==> config.mk <==
export PLATFORM = sky130hd
export DESIGN_NAME = inst_classify
export DESIGN_NICKNAME = d
export VERILOG_FILES = /design/src/verilog/rv_decode_pkg.sv /design/src/verilog/inst_classify.sv
export SDC_FILE = /design/constraint.sdc
export NUM_CORES = 1
export LEC_CHECK = 0
export ABC_CLOCK_PERIOD_IN_PS = 1670
export BUFFER_PORTS_ARGS = -buffer_cell sky130_fd_sc_hd__buf_4
export CAP_MARGIN = 40
export CORE_MARGIN = 8
export CORE_UTILIZATION = 45
export DETAILED_ROUTE_END_ITERATION = 7
export PLACE_DENSITY = 0.9
export SETUP_SLACK_MARGIN = 0.3
export SLEW_MARGIN = 25
export SYNTH_ARGS = -nofsm -noshare
export SYNTH_HDL_FRONTEND = slang
export SYNTH_SLANG_ARGS = --single-unit
==> constraint.sdc <==
create_clock -name vclk -period 1.67
set_input_delay 0.167 -clock vclk [all_inputs]
set_output_delay 0.167 -clock vclk [all_outputs]
set_load 0.02 [all_outputs]
==> src/verilog/rv_decode_pkg.sv <==
// RISC-V decode definitions
package rv_decode_pkg;

  localparam int XLEN     = 64;
  localparam int INST_W   = 32;
  localparam int REG_AW   = 5;
  localparam int NUM_REGS = 32;

  // major opcodes
  localparam logic [6:0] OPC_LUI       = 7'b0110111;
  localparam logic [6:0] OPC_AUIPC     = 7'b0010111;
  localparam logic [6:0] OPC_JAL       = 7'b1101111;
  localparam logic [6:0] OPC_JALR      = 7'b1100111;
  localparam logic [6:0] OPC_BRANCH    = 7'b1100011;
  localparam logic [6:0] OPC_LOAD      = 7'b0000011;
  localparam logic [6:0] OPC_STORE     = 7'b0100011;
  localparam logic [6:0] OPC_OP_IMM    = 7'b0010011;
  localparam logic [6:0] OPC_OP_IMM_32 = 7'b0011011;
  localparam logic [6:0] OPC_OP        = 7'b0110011;
  localparam logic [6:0] OPC_OP_32     = 7'b0111011;

  localparam logic [6:0] F7_BASE = 7'b0000000;
  localparam logic [6:0] F7_ALT  = 7'b0100000; // sub and arithmetic shifts

  typedef enum logic [5:0] {
    ID_LUI, ID_AUIPC, ID_JAL, ID_JALR,
    ID_BEQ, ID_BNE, ID_BLT, ID_BGE, ID_BLTU, ID_BGEU,
    ID_LB, ID_LH, ID_LW, ID_LBU, ID_LHU, ID_LWU, ID_LD,
    ID_SB, ID_SH, ID_SW, ID_SD,
    ID_ADDI, ID_SLTI, ID_SLTIU, ID_XORI, ID_ORI, ID_ANDI,
    ID_SLLI, ID_SRLI, ID_SRAI,
    ID_ADDIW, ID_SLLIW, ID_SRLIW, ID_SRAIW,
    ID_ADD, ID_SUB, ID_SLL, ID_SLT, ID_SLTU,
    ID_XOR, ID_SRL, ID_SRA, ID_OR, ID_AND,
    ID_ADDW, ID_SUBW, ID_SLLW, ID_SRLW, ID_SRAW,
    ID_INVALID
  } inst_id_t;

  typedef enum logic [2:0] {
    FMT_R, FMT_I, FMT_U, FMT_S, FMT_B, FMT_J, FMT_NONE
  } inst_fmt_t;

  typedef enum logic [4:0] {
    ALU_ADD      = 5'b00000,
    ALU_SUB      = 5'b00001,
    ALU_SLT      = 5'b00010,
    ALU_SLTU     = 5'b00011,
    ALU_XOR      = 5'b00100,
    ALU_AND      = 5'b00101,
    ALU_OR       = 5'b00110,
    ALU_SLL      = 5'b00111,
    ALU_SRL      = 5'b01000,
    ALU_SRA      = 5'b01001,
    ALU_COPY_IMM = 5'b01111,
    ALU_INVALID  = 5'b11111
  } alu_ctr_t;

  // unsigned branches share LT/GE codes
  typedef enum logic [2:0] {
    BR_NONE = 3'b000,
    BR_JAL  = 3'b001,
    BR_JALR = 3'b010,
    BR_EQ   = 3'b100,
    BR_NE   = 3'b101,
    BR_LT   = 3'b110,
    BR_GE   = 3'b111
  } branch_t;

  typedef enum logic [2:0] {
    MEM_B    = 3'b000,
    MEM_BU   = 3'b001,
    MEM_H    = 3'b010,
    MEM_HU   = 3'b011,
    MEM_W    = 3'b100,
    MEM_WU   = 3'b101,
    MEM_D    = 3'b110,
    MEM_NONE = 3'b111
  } mem_op_t;

  typedef enum logic [1:0] {
    B_RS2  = 2'b00,
    B_IMM  = 2'b01,
    B_FOUR = 2'b10  // return address pc+4
  } alu_b_src_t;

  typedef struct packed {
    logic       alu_a_pc;
    alu_b_src_t alu_b_src;
    alu_ctr_t   alu_ctr;
    branch_t    branch;
    logic       mem_re;
    logic       mem_wr;
    logic       mem_to_reg;
    mem_op_t    mem_op;
    logic       word_cut;
    logic       reg_wr;
    logic       invalid;
  } ctrl_t;

endpackage

==> src/verilog/inst_classify.sv <==
// Instruction classifier
`timescale 1ns/100ps

module inst_classify (
  input  logic [rv_decode_pkg::INST_W-1:0] i_inst,
  output rv_decode_pkg::inst_id_t          o_id
);

  import rv_decode_pkg::*;

  logic [6:0] opcode;
  logic [2:0] funct3;
  logic [6:0] funct7;

  assign opcode = i_inst[6:0];
  assign funct3 = i_inst[14:12];
  assign funct7 = i_inst[31:25];

  always_comb begin
    o_id = ID_INVALID;
    case (opcode)
      OPC_LUI:   o_id = ID_LUI;
      OPC_AUIPC: o_id = ID_AUIPC;
      OPC_JAL:   o_id = ID_JAL;
      OPC_JALR: begin
        if (funct3 == 3'b000) begin
          o_id = ID_JALR;
        end
      end
      OPC_BRANCH: begin
        case (funct3)
          3'b000:  o_id = ID_BEQ;
          3'b001:  o_id = ID_BNE;
          3'b100:  o_id = ID_BLT;
          3'b101:  o_id = ID_BGE;
          3'b110:  o_id = ID_BLTU;
          3'b111:  o_id = ID_BGEU;
          default: o_id = ID_INVALID;
        endcase
      end
      OPC_LOAD: begin
        case (funct3)
          3'b000:  o_id = ID_LB;
          3'b001:  o_id = ID_LH;
          3'b010:  o_id = ID_LW;
          3'b011:  o_id = ID_LD;
          3'b100:  o_id = ID_LBU;
          3'b101:  o_id = ID_LHU;
          3'b110:  o_id = ID_LWU;
          default: o_id = ID_INVALID;
        endcase
      end
      OPC_STORE: begin
        case (funct3)
          3'b000:  o_id = ID_SB;
          3'b001:  o_id = ID_SH;
          3'b010:  o_id = ID_SW;
          3'b011:  o_id = ID_SD;
          default: o_id = ID_INVALID;
        endcase
      end
      OPC_OP_IMM: begin
        // 64-bit shamt takes bit 25, so only 31:26 is funct
        case ({funct7[6:1], funct3})
          {F7_BASE[6:1], 3'b001}: o_id = ID_SLLI;
          {F7_BASE[6:1], 3'b101}: o_id = ID_SRLI;
          {F7_ALT[6:1], 3'b101}:  o_id = ID_SRAI;
          default: begin
            case (funct3)
              3'b000:  o_id = ID_ADDI;
              3'b010:  o_id = ID_SLTI;
              3'b011:  o_id = ID_SLTIU;
              3'b100:  o_id = ID_XORI;
              3'b110:  o_id = ID_ORI;
              3'b111:  o_id = ID_ANDI;
              default: o_id = ID_INVALID; // bad shift funct
            endcase
          end
        endcase
      end
      OPC_OP_IMM_32: begin
        case ({funct7, funct3})
          {F7_BASE, 3'b001}: o_id = ID_SLLIW;
          {F7_BASE, 3'b101}: o_id = ID_SRLIW;
          {F7_ALT, 3'b101}:  o_id = ID_SRAIW;
          default: o_id = (funct3 == 3'b000) ? ID_ADDIW : ID_INVALID;
        endcase
      end
      OPC_OP: begin
        case ({funct7, funct3})
          {F7_BASE, 3'b000}: o_id = ID_ADD;
          {F7_ALT, 3'b000}:  o_id = ID_SUB;
          {F7_BASE, 3'b001}: o_id = ID_SLL;
          {F7_BASE, 3'b010}: o_id = ID_SLT;
          {F7_BASE, 3'b011}: o_id = ID_SLTU;
          {F7_BASE, 3'b100}: o_id = ID_XOR;
          {F7_BASE, 3'b101}: o_id = ID_SRL;
          {F7_ALT, 3'b101}:  o_id = ID_SRA;
          {F7_BASE, 3'b110}: o_id = ID_OR;
          {F7_BASE, 3'b111}: o_id = ID_AND;
          default:           o_id = ID_INVALID; // M ext lands here
        endcase
      end
      OPC_OP_32: begin
        case ({funct7, funct3})
          {F7_BASE, 3'b000}: o_id = ID_ADDW;
          {F7_ALT, 3'b000}:  o_id = ID_SUBW;
          {F7_BASE, 3'b001}: o_id = ID_SLLW;
          {F7_BASE, 3'b101}: o_id = ID_SRLW;
          {F7_ALT, 3'b101}:  o_id = ID_SRAW;
          default:           o_id = ID_INVALID;
        endcase
      end
      default: o_id = ID_INVALID; // system, csr, fence, unknown
    endcase
  end

endmodule

==> impl_results.md, run 1 <==
- Dpl cells: approximately 210
- Core area: between 1500 and 2000 µm²
- Fmax: about 500 MHz
- DIE AREA: roughly 3600 µm²
- Worst path max stage delay: just under 0.5 ns
- I/O Buffers: 23
- Non-Filler Instances: 213
- Startpoint Class: input port
- Crit path max fanout: 2
- Die height: 59.64 µm
- Net load switching power: 0.1433 mW
- Routed WL: between 3 and 4 mm
- Min cycle time layout: approximately 2.0 ns
- Source of the worst hold timing path: i_inst[13]
- Final ANT Viol Nets: 0
- Synth Net Count: 171
- DRC: 0
- Layout sequential cell count: 0
- CP required: ~1.5 ns
- Worst-Margin Slew: about 0.37 ns
- Via density per instance: 6.347
- Initial Utilization: approximately 50%
- Crit path max-delay cell type: or4b_4
- First-pass GRT wire length: approximately 6 mm
- Wire length per cell: roughly 17 µm
- Nature of the critical path endpoint: output pin
- Final setup margin: -0.3137 ns
- Initial antenna violation count: 0
- Worst-path cell chain: buf_6, or3_4, nor4_4, and2b_1, a21oi_2, or4b_4, buf_6
- Vias in the first global route: roughly 1300
- Final hold slack: 0.8110 ns
- Outcome: finished, violations left
- Pwr Total: between 0.2 and 0.3 mW
- Final instance area: ~1500 µm²
- Layout clock buffers: 0
- Class of the worst hold path: input port to output pin
- Storage cell area: 0 µm²
- Total of max-cap violations: 0
- GRT overflow: 0
- Yosys cell types: 44
- Final Max Tran Viols: 0
- Ant diodes: 0
- Mapped cell area: ~860 µm²
- Final Hold Fails: 0
- Switching Fraction: around 50%
- Leading area contributor after synthesis: nor2_1
- Period utilisation layout: 118.8%
- Logic pwr share: 100.0%
- Post-DP Area: 1319 µm²
- Site Rows: 15
- Commonest cells post-synth: 20 x nor2_1, 12 x nand2_1, 10 x a21oi_1, 10 x o21ai_0, 6 x a31oi_1
- Nets: roughly 220
- Layout area overhead: 71.39%
- Share of cells above drive strength 1: between 40% and 50%
- All-layer global routing usage: about a fifth
- Synthesis warning total: 0
- Setup TNS Final: -0.5489 ns
- Failing checks: setup timing
- Clock power frac: 0%
- WHS Path Cells: 5
- Cell count after synthesis: 139
- Gpl congestion: around 1.1
- CP Buf/Inv Count: 2
- Initial DRC count: between 90 and 100
- Hold path endpoint: o_id[0]
- Sequential share of power: 0%
- Crit. Startpoint: i_inst[28]
- Leak pwr: around 0.58 nW
- Largest net degree at the start of global routing: 12
- Register area share after synthesis: 0%
- Unrepaired setup endpoints after global routing: yes
- Most frequent CP cell: buf_6
- Crit-path leading delay family: simple AND/OR/NAND/NOR gates
- Crit path depth: 7
- Setup violators final: 5
- Slew margin rel.: 74.85%
- Power Internal: between 0.1 and 0.15 mW
- Multi-input logic area: roughly 900 µm²
- Die width: slightly below 60 µm
- Setup CP Type: input port to output pin
- Synth top area share: 8.759%
- Syn avg cell area: 6.166 µm²
- Synth top area cells: nor2_1 8.8%, a21oi_1 5.8%, o21ai_0 5.8%
- VDD IR-drop max: about 0.00016 V
- Via Count: around 1400
- Most frequent cell after synthesis: nor2_1
- Filler cell count: 107
- Power per standard cell area: 195.0 nW/µm²
- Drt first pass iters: 5
- DP HPWL: roughly 2.6 mm
- Ports: 38
- Data arrival, critical path: around 1.8 ns
## worst max path at each step
stage                         end  slack [ns]
after CTS                 o_id[4]       -0.24
final                     o_id[4]       -0.31
after detailed placement  o_id[4]       -0.31
after global routing      o_id[4]       -0.35
after global placement    o_id[4]       -0.28
after floorplan           o_id[4]      -0.002
## routing by layer
metal / vias up / wire, µm / global-route usage (%)
li1: 626 / - / -
met1: 601 / 1321 / 23.70
met2: 102 / 1765 / 36.00
met3: 23 / 391 / 2.386
met4: 0 / 136 / 8.503
met5: - / 0 / 0
## cell families (layout without fill, tap and decap cells)
| kind of cell | after synthesis | after routing | synth area share (%) |
|---|---|---|---|
| multiplexers | 2 | 2 | 2.336 |
| XOR/XNOR | 2 | 2 | 2.044 |
| AO/OA/AOI/OAI | 44 | 44 | 35.92 |
| AND/OR/NAND/NOR | 75 | 75 | 50.51 |
| buffers and inverters | 16 | 65 | 9.196 |
## repair_timing
| action | in CTS | in global routing |
|---|---|---|
| endpoints found under the setup margin | 6 | 6 |
| resized for setup | 22 | 9 |
| pin swaps | 6 | 1 |
| hold buffers | 0 | 0 |
| setup buffers | 0 | 2 |
## power by group through the flow
stage / Clock [mW] / Combinational [mW] / Sequential, mW
after floorplan: 0 / 0.134 / 0
after global placement: 0 / 0.234 / 0
after detailed placement: 0 / 0.245 / 0
after CTS: 0 / 0.265 / 0
after global routing: 0 / 0.308 / 0
final: 0 / 0.286 / 0
## placed cells by master (no fill, tap or decap), drive strengths merged, types with 3 or more instances in the layout
cell type | netlist | final
nor2b | 3 | 3
a2111oi | 4 | 4
or4b | 3 | 3
o21ai | 10 | 10
or2 | 3 | 3
a31oi | 6 | 6
nand4 | 5 | 5
buf | 8 | 63
or3 | 3 | 3
nor2 | 20 | 20
nor3b | 3 | 3
nor3 | 4 | 4
nand2b | 4 | 4
a21oi | 10 | 10
nand3b | 3 | 3
nand2 | 12 | 12
nand3 | 4 | 4
## per-stage QoR
stage	util [%]	setup WS (ns)
detailed placement	74.75	-0.3101
global placement	74.75	-0.2829
floorplan	-	-0.002317
global route	83.26	-0.3508
finish	83.26	-0.3137
CTS	80.07	-0.2376
## final cells by class
cell class                 instances  share of cell area, %
multi-input combinational        123                  61.58
timing repair buffer              63                  35.78
tap                               25                  2.129
inverter                           2                 0.5111
(Power assumes the default switching activity.)
==> inputs of run 2 (changes only) <==
--- a/config.mk
+++ b/config.mk
@@ -8,7 +8,6 @@
 export ABC_CLOCK_PERIOD_IN_PS = 1670
 export BUFFER_PORTS_ARGS = -buffer_cell sky130_fd_sc_hd__buf_4
 export CAP_MARGIN = 40
-export CORE_MARGIN = 8
 export CORE_UTILIZATION = 45
 export DETAILED_ROUTE_END_ITERATION = 7
 export PLACE_DENSITY = 0.9
==> run 2 against run 1 <==
Against the previous run:
- the run still ends with setup timing left
- total power is 3.4% lower
- critical path depth did not move
- via count increased by 1.5%
- final area decreased by 3.4%
- count of clock-buffer cells in the layout unchanged
- setup slack gained 0.034 ns
- non-clock buffer count is 4 lower
- combinational power shrank 3%
- critical endpoint unchanged
- largest cell class unchanged
==> impl_results.md, run 2 (synthesized netlist as in run 1, its figures left out) <==
- Total of max-cap violations: 0 (unchanged)
- Crit-path leading delay family: simple AND/OR/NAND/NOR gates
- Core area: 1764 µm² (unchanged)
- Met2 wire length: 1.873 mm (+6.1%)
- Final Max Tran Viols: 0 (unchanged)
- Power per standard cell area: 195.1 nW/µm² (about the same)
- First-pass GRT wire length: 4.754 mm (-20%)
- Min cycle time layout: 1.950 ns (-0.03379 ns)
- Data arrival, critical path: 1.78 ns (-0.04 ns)
- Most frequent cells in the layout: 42 x buf_4, 19 x nor2_1, 16 x buf_6
- Storage cell area: 0 µm² (unchanged)
- Initial Utilization: 48.58% (unchanged)
- Setup TNS Final: -0.6311 ns (-0.08213 ns)
- Final ANT Viol Nets: 0 (unchanged)
- DR WL met3: 286 µm (-27%)
- Die height: 45.64 µm (-23%)
- Wire length per cell: 17.46 µm (+2.9%)
- GRT overflow: 0 (unchanged)
- Worst-path cell chain: buf_6, or3_4, nor4_4, and2b_1, a21oi_1, or4b_4, buf_6
- Post-DP Area: 1266 µm² (-4.0%)
- Nature of the critical path endpoint: output pin
- Ant diodes: 0 (unchanged)
- Most frequent CP cell: buf_6
- Nets: 218 (-1.8%)
- DRC: 0 (unchanged)
- DIE AREA: 2083 µm² (-41%)
- Outcome: finished, violations left
- Setup violators final: 5 (unchanged)
- Commonest non-fill, non-tap cell in the layout: buf_4
- CP required: 1.50 ns (about the same)
- Ports: 38 (unchanged)
- Gpl congestion: 1.093 (-0.79%)
- Initial DRC count: 76 (-22%)
- Layout clock buffers: 0 (unchanged)
- Via density per instance: 6.565 (+3.4%)
- Site Rows: 15 (unchanged)
- Layout sequential cell count: 0 (unchanged)
- Routed WL: 3.649 mm (+0.97%)
- I/O Buffers: 23 (unchanged)
- Setup CP Type: input port to output pin
- Startpoint Class: input port
- Unrepaired setup endpoints after global routing: yes
- Worst path max stage delay: 0.51 ns (+0.02 ns)
- Share of cells above drive strength 1: 44.57% (-1.2 points)
- Period utilisation layout: 116.8% (-2.0 points)
- Slew margin rel.: 68.59% (-6.3 points)
- Layout area overhead: 65.55%
- Worst-Margin Slew: 0.4652 ns (+0.09741 ns)
- Via Count: 1372 (+1.5%)
- Initial antenna violation count: 0 (unchanged)
- Crit path max-delay cell type: or4b_4
- Leak pwr: 0.5452 nW (-5.2%)
- Fmax: 512.9 MHz (+1.7%)
- Final setup margin: -0.2799 ns (+0.03379 ns)
- All-layer global routing usage: 30.40% (+10 points)
- Drt first pass iters: 5 (unchanged)
- Final Hold Fails: 0 (unchanged)
- Class of the worst hold path: input port to output pin
- CTS hold repair buffers: 0 (unchanged)
- DP HPWL: 2.413 mm (-7.5%)
- Crit path max fanout: 2 (unchanged)
- Final instance area: 1419 µm² (-3.4%)
- Failing checks: setup timing
- Uppermost layer routed: met4
- Vias in the first global route: 1116 (-17%)
- CP Buf/Inv Count: 2 (unchanged)
- VDD IR-drop max: 0.0001503 V (-4.3%)
- Largest net degree at the start of global routing: 15 (+3)
- Die width: 45.64 µm (-23%)
- WL met1: 1.329 mm (+0.61%)
[run 2: cell types whose count changed in the layout (fill, tap and decap cells not counted), sizes merged]
cell / previous run / this run
buf: 63 / 59
[run 2: tightest hold or removal path, stage by stage]
cell      delay, ns
buf_6          0.12
nand3b_1       0.12
nand2_1        0.05
nand4_1        0.08
buf_4          0.13
[run 2: power breakdown]
part / switching, mW / leakage, nW / total [mW] / internal (mW)
sequential: 0 / 0 / 0 / 0
combinational: 0.140 / 0.545 / 0.277 / 0.137
clock: 0 / 0 / 0 / 0
[run 2: stage by stage]
step	setup slack (ns)	util, %	instances	power (mW)	hold slack (ns)
global placement	-0.2921	71.77	204	0.2234	0.8528
CTS	-0.2818	74.26	204	0.2420	0.8274
global route	-0.3005	80.43	209	0.2929	0.8621
finish	-0.2799	80.43	209	0.2768	0.8342
floorplan	-0.002317	-	139	0.1340	0.6666
detailed placement	-0.2899	71.77	204	0.2332	0.8694
[run 2: timing repair]
action,in CTS,in global routing
setup buffers,0,5
pin swaps,4,7
setup endpoints to repair,6,6
gates resized for setup,11,19
[run 2: final cells by class]
class / count / area (µm²)
Tap cell: 25 / 31.28
Timing Repair Buffer: 59 / 510.5
Multi-Input combinational cell: 123 / 869.6
Fill cell: 134 / 345.3
Inverter: 2 / 7.507
[run 2: path summary, 6_finish.rpt]
check | start | end | slack, ns | cells after the start
worst max-delay path | i_inst[25] | o_id[4] | -0.28 | 7
worst min-delay path | i_inst[13] | o_id[0] | 0.83 | 5
[run 2: metal layers]
| layer | track usage (%) | up-vias |
|---|---|---|
| met5 | 0 | - |
| met4 | 7.879 | 0 |
| met3 | 1.190 | 22 |
| met2 | 57.14 | 110 |
| met1 | 36.94 | 620 |
| li1 | - | 620 |
==> inputs of run 3 (changes only) <==
--- a/config.mk
+++ b/config.mk
@@ -10,7 +10,7 @@
 export CAP_MARGIN = 40
 export CORE_UTILIZATION = 45
 export DETAILED_ROUTE_END_ITERATION = 7
-export PLACE_DENSITY = 0.9
+export PLACE_DENSITY = 0.8
 export SETUP_SLACK_MARGIN = 0.3
 export SLEW_MARGIN = 25
 export SYNTH_ARGS = -nofsm -noshare
==> run 3 against run 2 <==
Against the previous run:
- the flow still finishes with violations (setup timing)
- global-route usage grew 3.6 points
- die area stayed put
- via count grew 22%
- first-iteration DRC count rose to 2.6 times the previous value
- fmax fell by 2.7%
==> impl_results.md, run 3 (synthesized netlist as in run 1, its figures left out) <==
- DIE AREA: 2083 µm² (unchanged)
- Slew margin rel.: 74.78% (+6.2 points)
- Leak pwr: 0.6642 nW (+22%)
- Vias in the first global route: 1293 (+16%)
- DP HPWL: 2.663 mm (+10%)
- Wire length per cell: 26.00 µm (+49%)
- Failing checks: setup timing
- Largest net degree at the start of global routing: 20 (+5)
- Source of the worst hold timing path: i_inst[30]
- Setup TNS Final: -1.208 ns (-0.5767 ns)
- Setup CP Type: input port to output pin
- Setup violators final: 6 (+1)
- Die width: 45.64 µm (unchanged)
- Commonest non-fill, non-tap cell in the layout: buf_4
- Filler cell count: 35 (-74%)
- Class of the worst hold path: input port to output pin
- Worst-Margin Slew: 0.3688 ns (-0.09640 ns)
- Final Util: 96.67% (+16 points)
- Crit path max fanout: 2 (unchanged)
- Initial antenna violation count: 0 (unchanged)
- Most frequent cells in the layout: 43 x buf_4, 22 x buf_6, 16 x nor2_1
- Pwr Total: 0.3709 mW (+34%)
- Routed WL: 5.694 mm (+56%)
- Initial Utilization: 48.58% (unchanged)
- Period utilisation layout: 120.0% (+3.2 points)
- GRT overflow: 0 (unchanged)
- Worst path max stage delay: 0.51 ns (about the same)
- Initial DRC count: 194 (+160%)
- Ports: 38 (unchanged)
- Site Rows: 15 (unchanged)
- Most frequent CP cell: buf_6
- Layout area overhead: 98.98%
- DRC: 0 (unchanged)
- Final instance area: 1705 µm² (+20%)
- First-pass GRT wire length: 5.285 mm (+11%)
- Fmax: 499.2 MHz (-2.7%)
- Share of cells above drive strength 1: 56.19% (+12 points)
- Gpl congestion: 0.9053 (-17%)
- Final Hold Fails: 0 (unchanged)
- Worst-path cell chain: buf_6, or3_4, nor4_4, and2b_1, a21oi_2, or4b_4, buf_6
- Via Count: 1675 (+22%)
- Core area: 1764 µm² (unchanged)
- Hold path endpoint: o_id[0]
- VDD IR-drop max: 0.0001982 V (+32%)
- Multi-input logic area: 1026 µm² (+18%)
- Min cycle time layout: 2.003 ns (+0.05342 ns)
- Crit path max-delay cell type: or4b_4
- WHS Path Cells: 6 (+1)
- Die height: 45.64 µm (unchanged)
- Data arrival, critical path: 1.84 ns (+0.06 ns)
- Drt first pass iters: 6 (+1)
- Final Max Tran Viols: 0 (unchanged)
- Layout sequential cell count: 0 (unchanged)
- CP required: 1.50 ns (about the same)
- Layout clock buffers: 0 (unchanged)
- Crit-path leading delay family: simple AND/OR/NAND/NOR gates
- Final ANT Viol Nets: 0 (unchanged)
- Outcome: finished, violations left
- CP Buf/Inv Count: 2 (unchanged)
- Via density per instance: 7.648 (+17%)
- Startpoint Class: input port
- Post-DP Area: 1354 µm² (+6.9%)
- Final setup margin: -0.3333 ns (-0.05342 ns)
- Final hold slack: 0.9238 ns (+0.08962 ns)
- All-layer global routing usage: 33.99% (+3.6 points)
- Nets: 228 (+4.6%)
- Nature of the critical path endpoint: output pin
- Unrepaired setup endpoints after global routing: yes
- Ant diodes: 0 (unchanged)
- I/O Buffers: 23 (unchanged)
- Power per standard cell area: 217.5 nW/µm² (+11%)
- Total of max-cap violations: 0 (unchanged)
- Storage cell area: 0 µm² (unchanged)
run 3: changes by cell type in the layout (fill, tap and decap cells not counted), moves of 2 or more:
cell,before,now
nor3_4,0,2
nor2_1,19,16
nor3_2,3,0
buf_12,0,2
nand2b_1,4,1
nand2b_4,0,3
nor2_4,0,3
a21oi_2,0,2
buf_6,16,22
a21oi_1,10,8
run 3: area by class of cell:
class | count | area share (%)
multi-input combinational | 123 | 60.16
timing repair buffer | 69 | 37.56
tap | 25 | 1.834
inverter | 2 | 0.4402
run 3: tightest hold or removal path, cell delays in order:
cell and delay, ns:
buf_4 0.11, o21ai_0 0.08, nand3b_1 0.09, nand2_1 0.07, nand4_1 0.09, buf_4 0.15
run 3: timing repair:
action                     in CTS  in global routing
buffers inserted                1                  4
hold buffers                    0                  0
pin swaps                       4                 14
setup endpoints to repair       6                  6
resized for setup              13                 58
run 3: where the power goes:
| part | internal [mW] | switching, mW | leakage (nW) | total [mW] |
|---|---|---|---|---|
| clock network | 0 | 0 | 0 | 0 |
| logic | 0.174 | 0.197 | 0.664 | 0.371 |
| registers | 0 | 0 | 0 | 0 |
run 3: routing by layer:
metal	routed length, µm	track usage [%]
met4	751	14.55
met1	1799	38.35
met2	2301	64.57
met5	0	0
met3	841	1.587
run 3: worst max-delay path by stage:
stage	startpoint	to	slack, ns	cells after the start
after floorplan	i_inst[27]	o_id[4]	-0.002	5
after global placement	i_inst[27]	o_id[4]	-0.30	7
after detailed placement	i_inst[27]	o_id[4]	-0.38	7
after CTS	i_inst[31]	o_id[4]	-0.35	7
after global routing	i_inst[25]	o_id[4]	-0.37	7
final	i_inst[25]	o_id[4]	-0.33	7
run 3: per-stage QoR:
step	setup WS, ns	std cells
floorplan	-0.002317	139
global placement	-0.2974	214
detailed placement	-0.3763	214
CTS	-0.3452	215
global route	-0.3719	219
finish	-0.3333	219
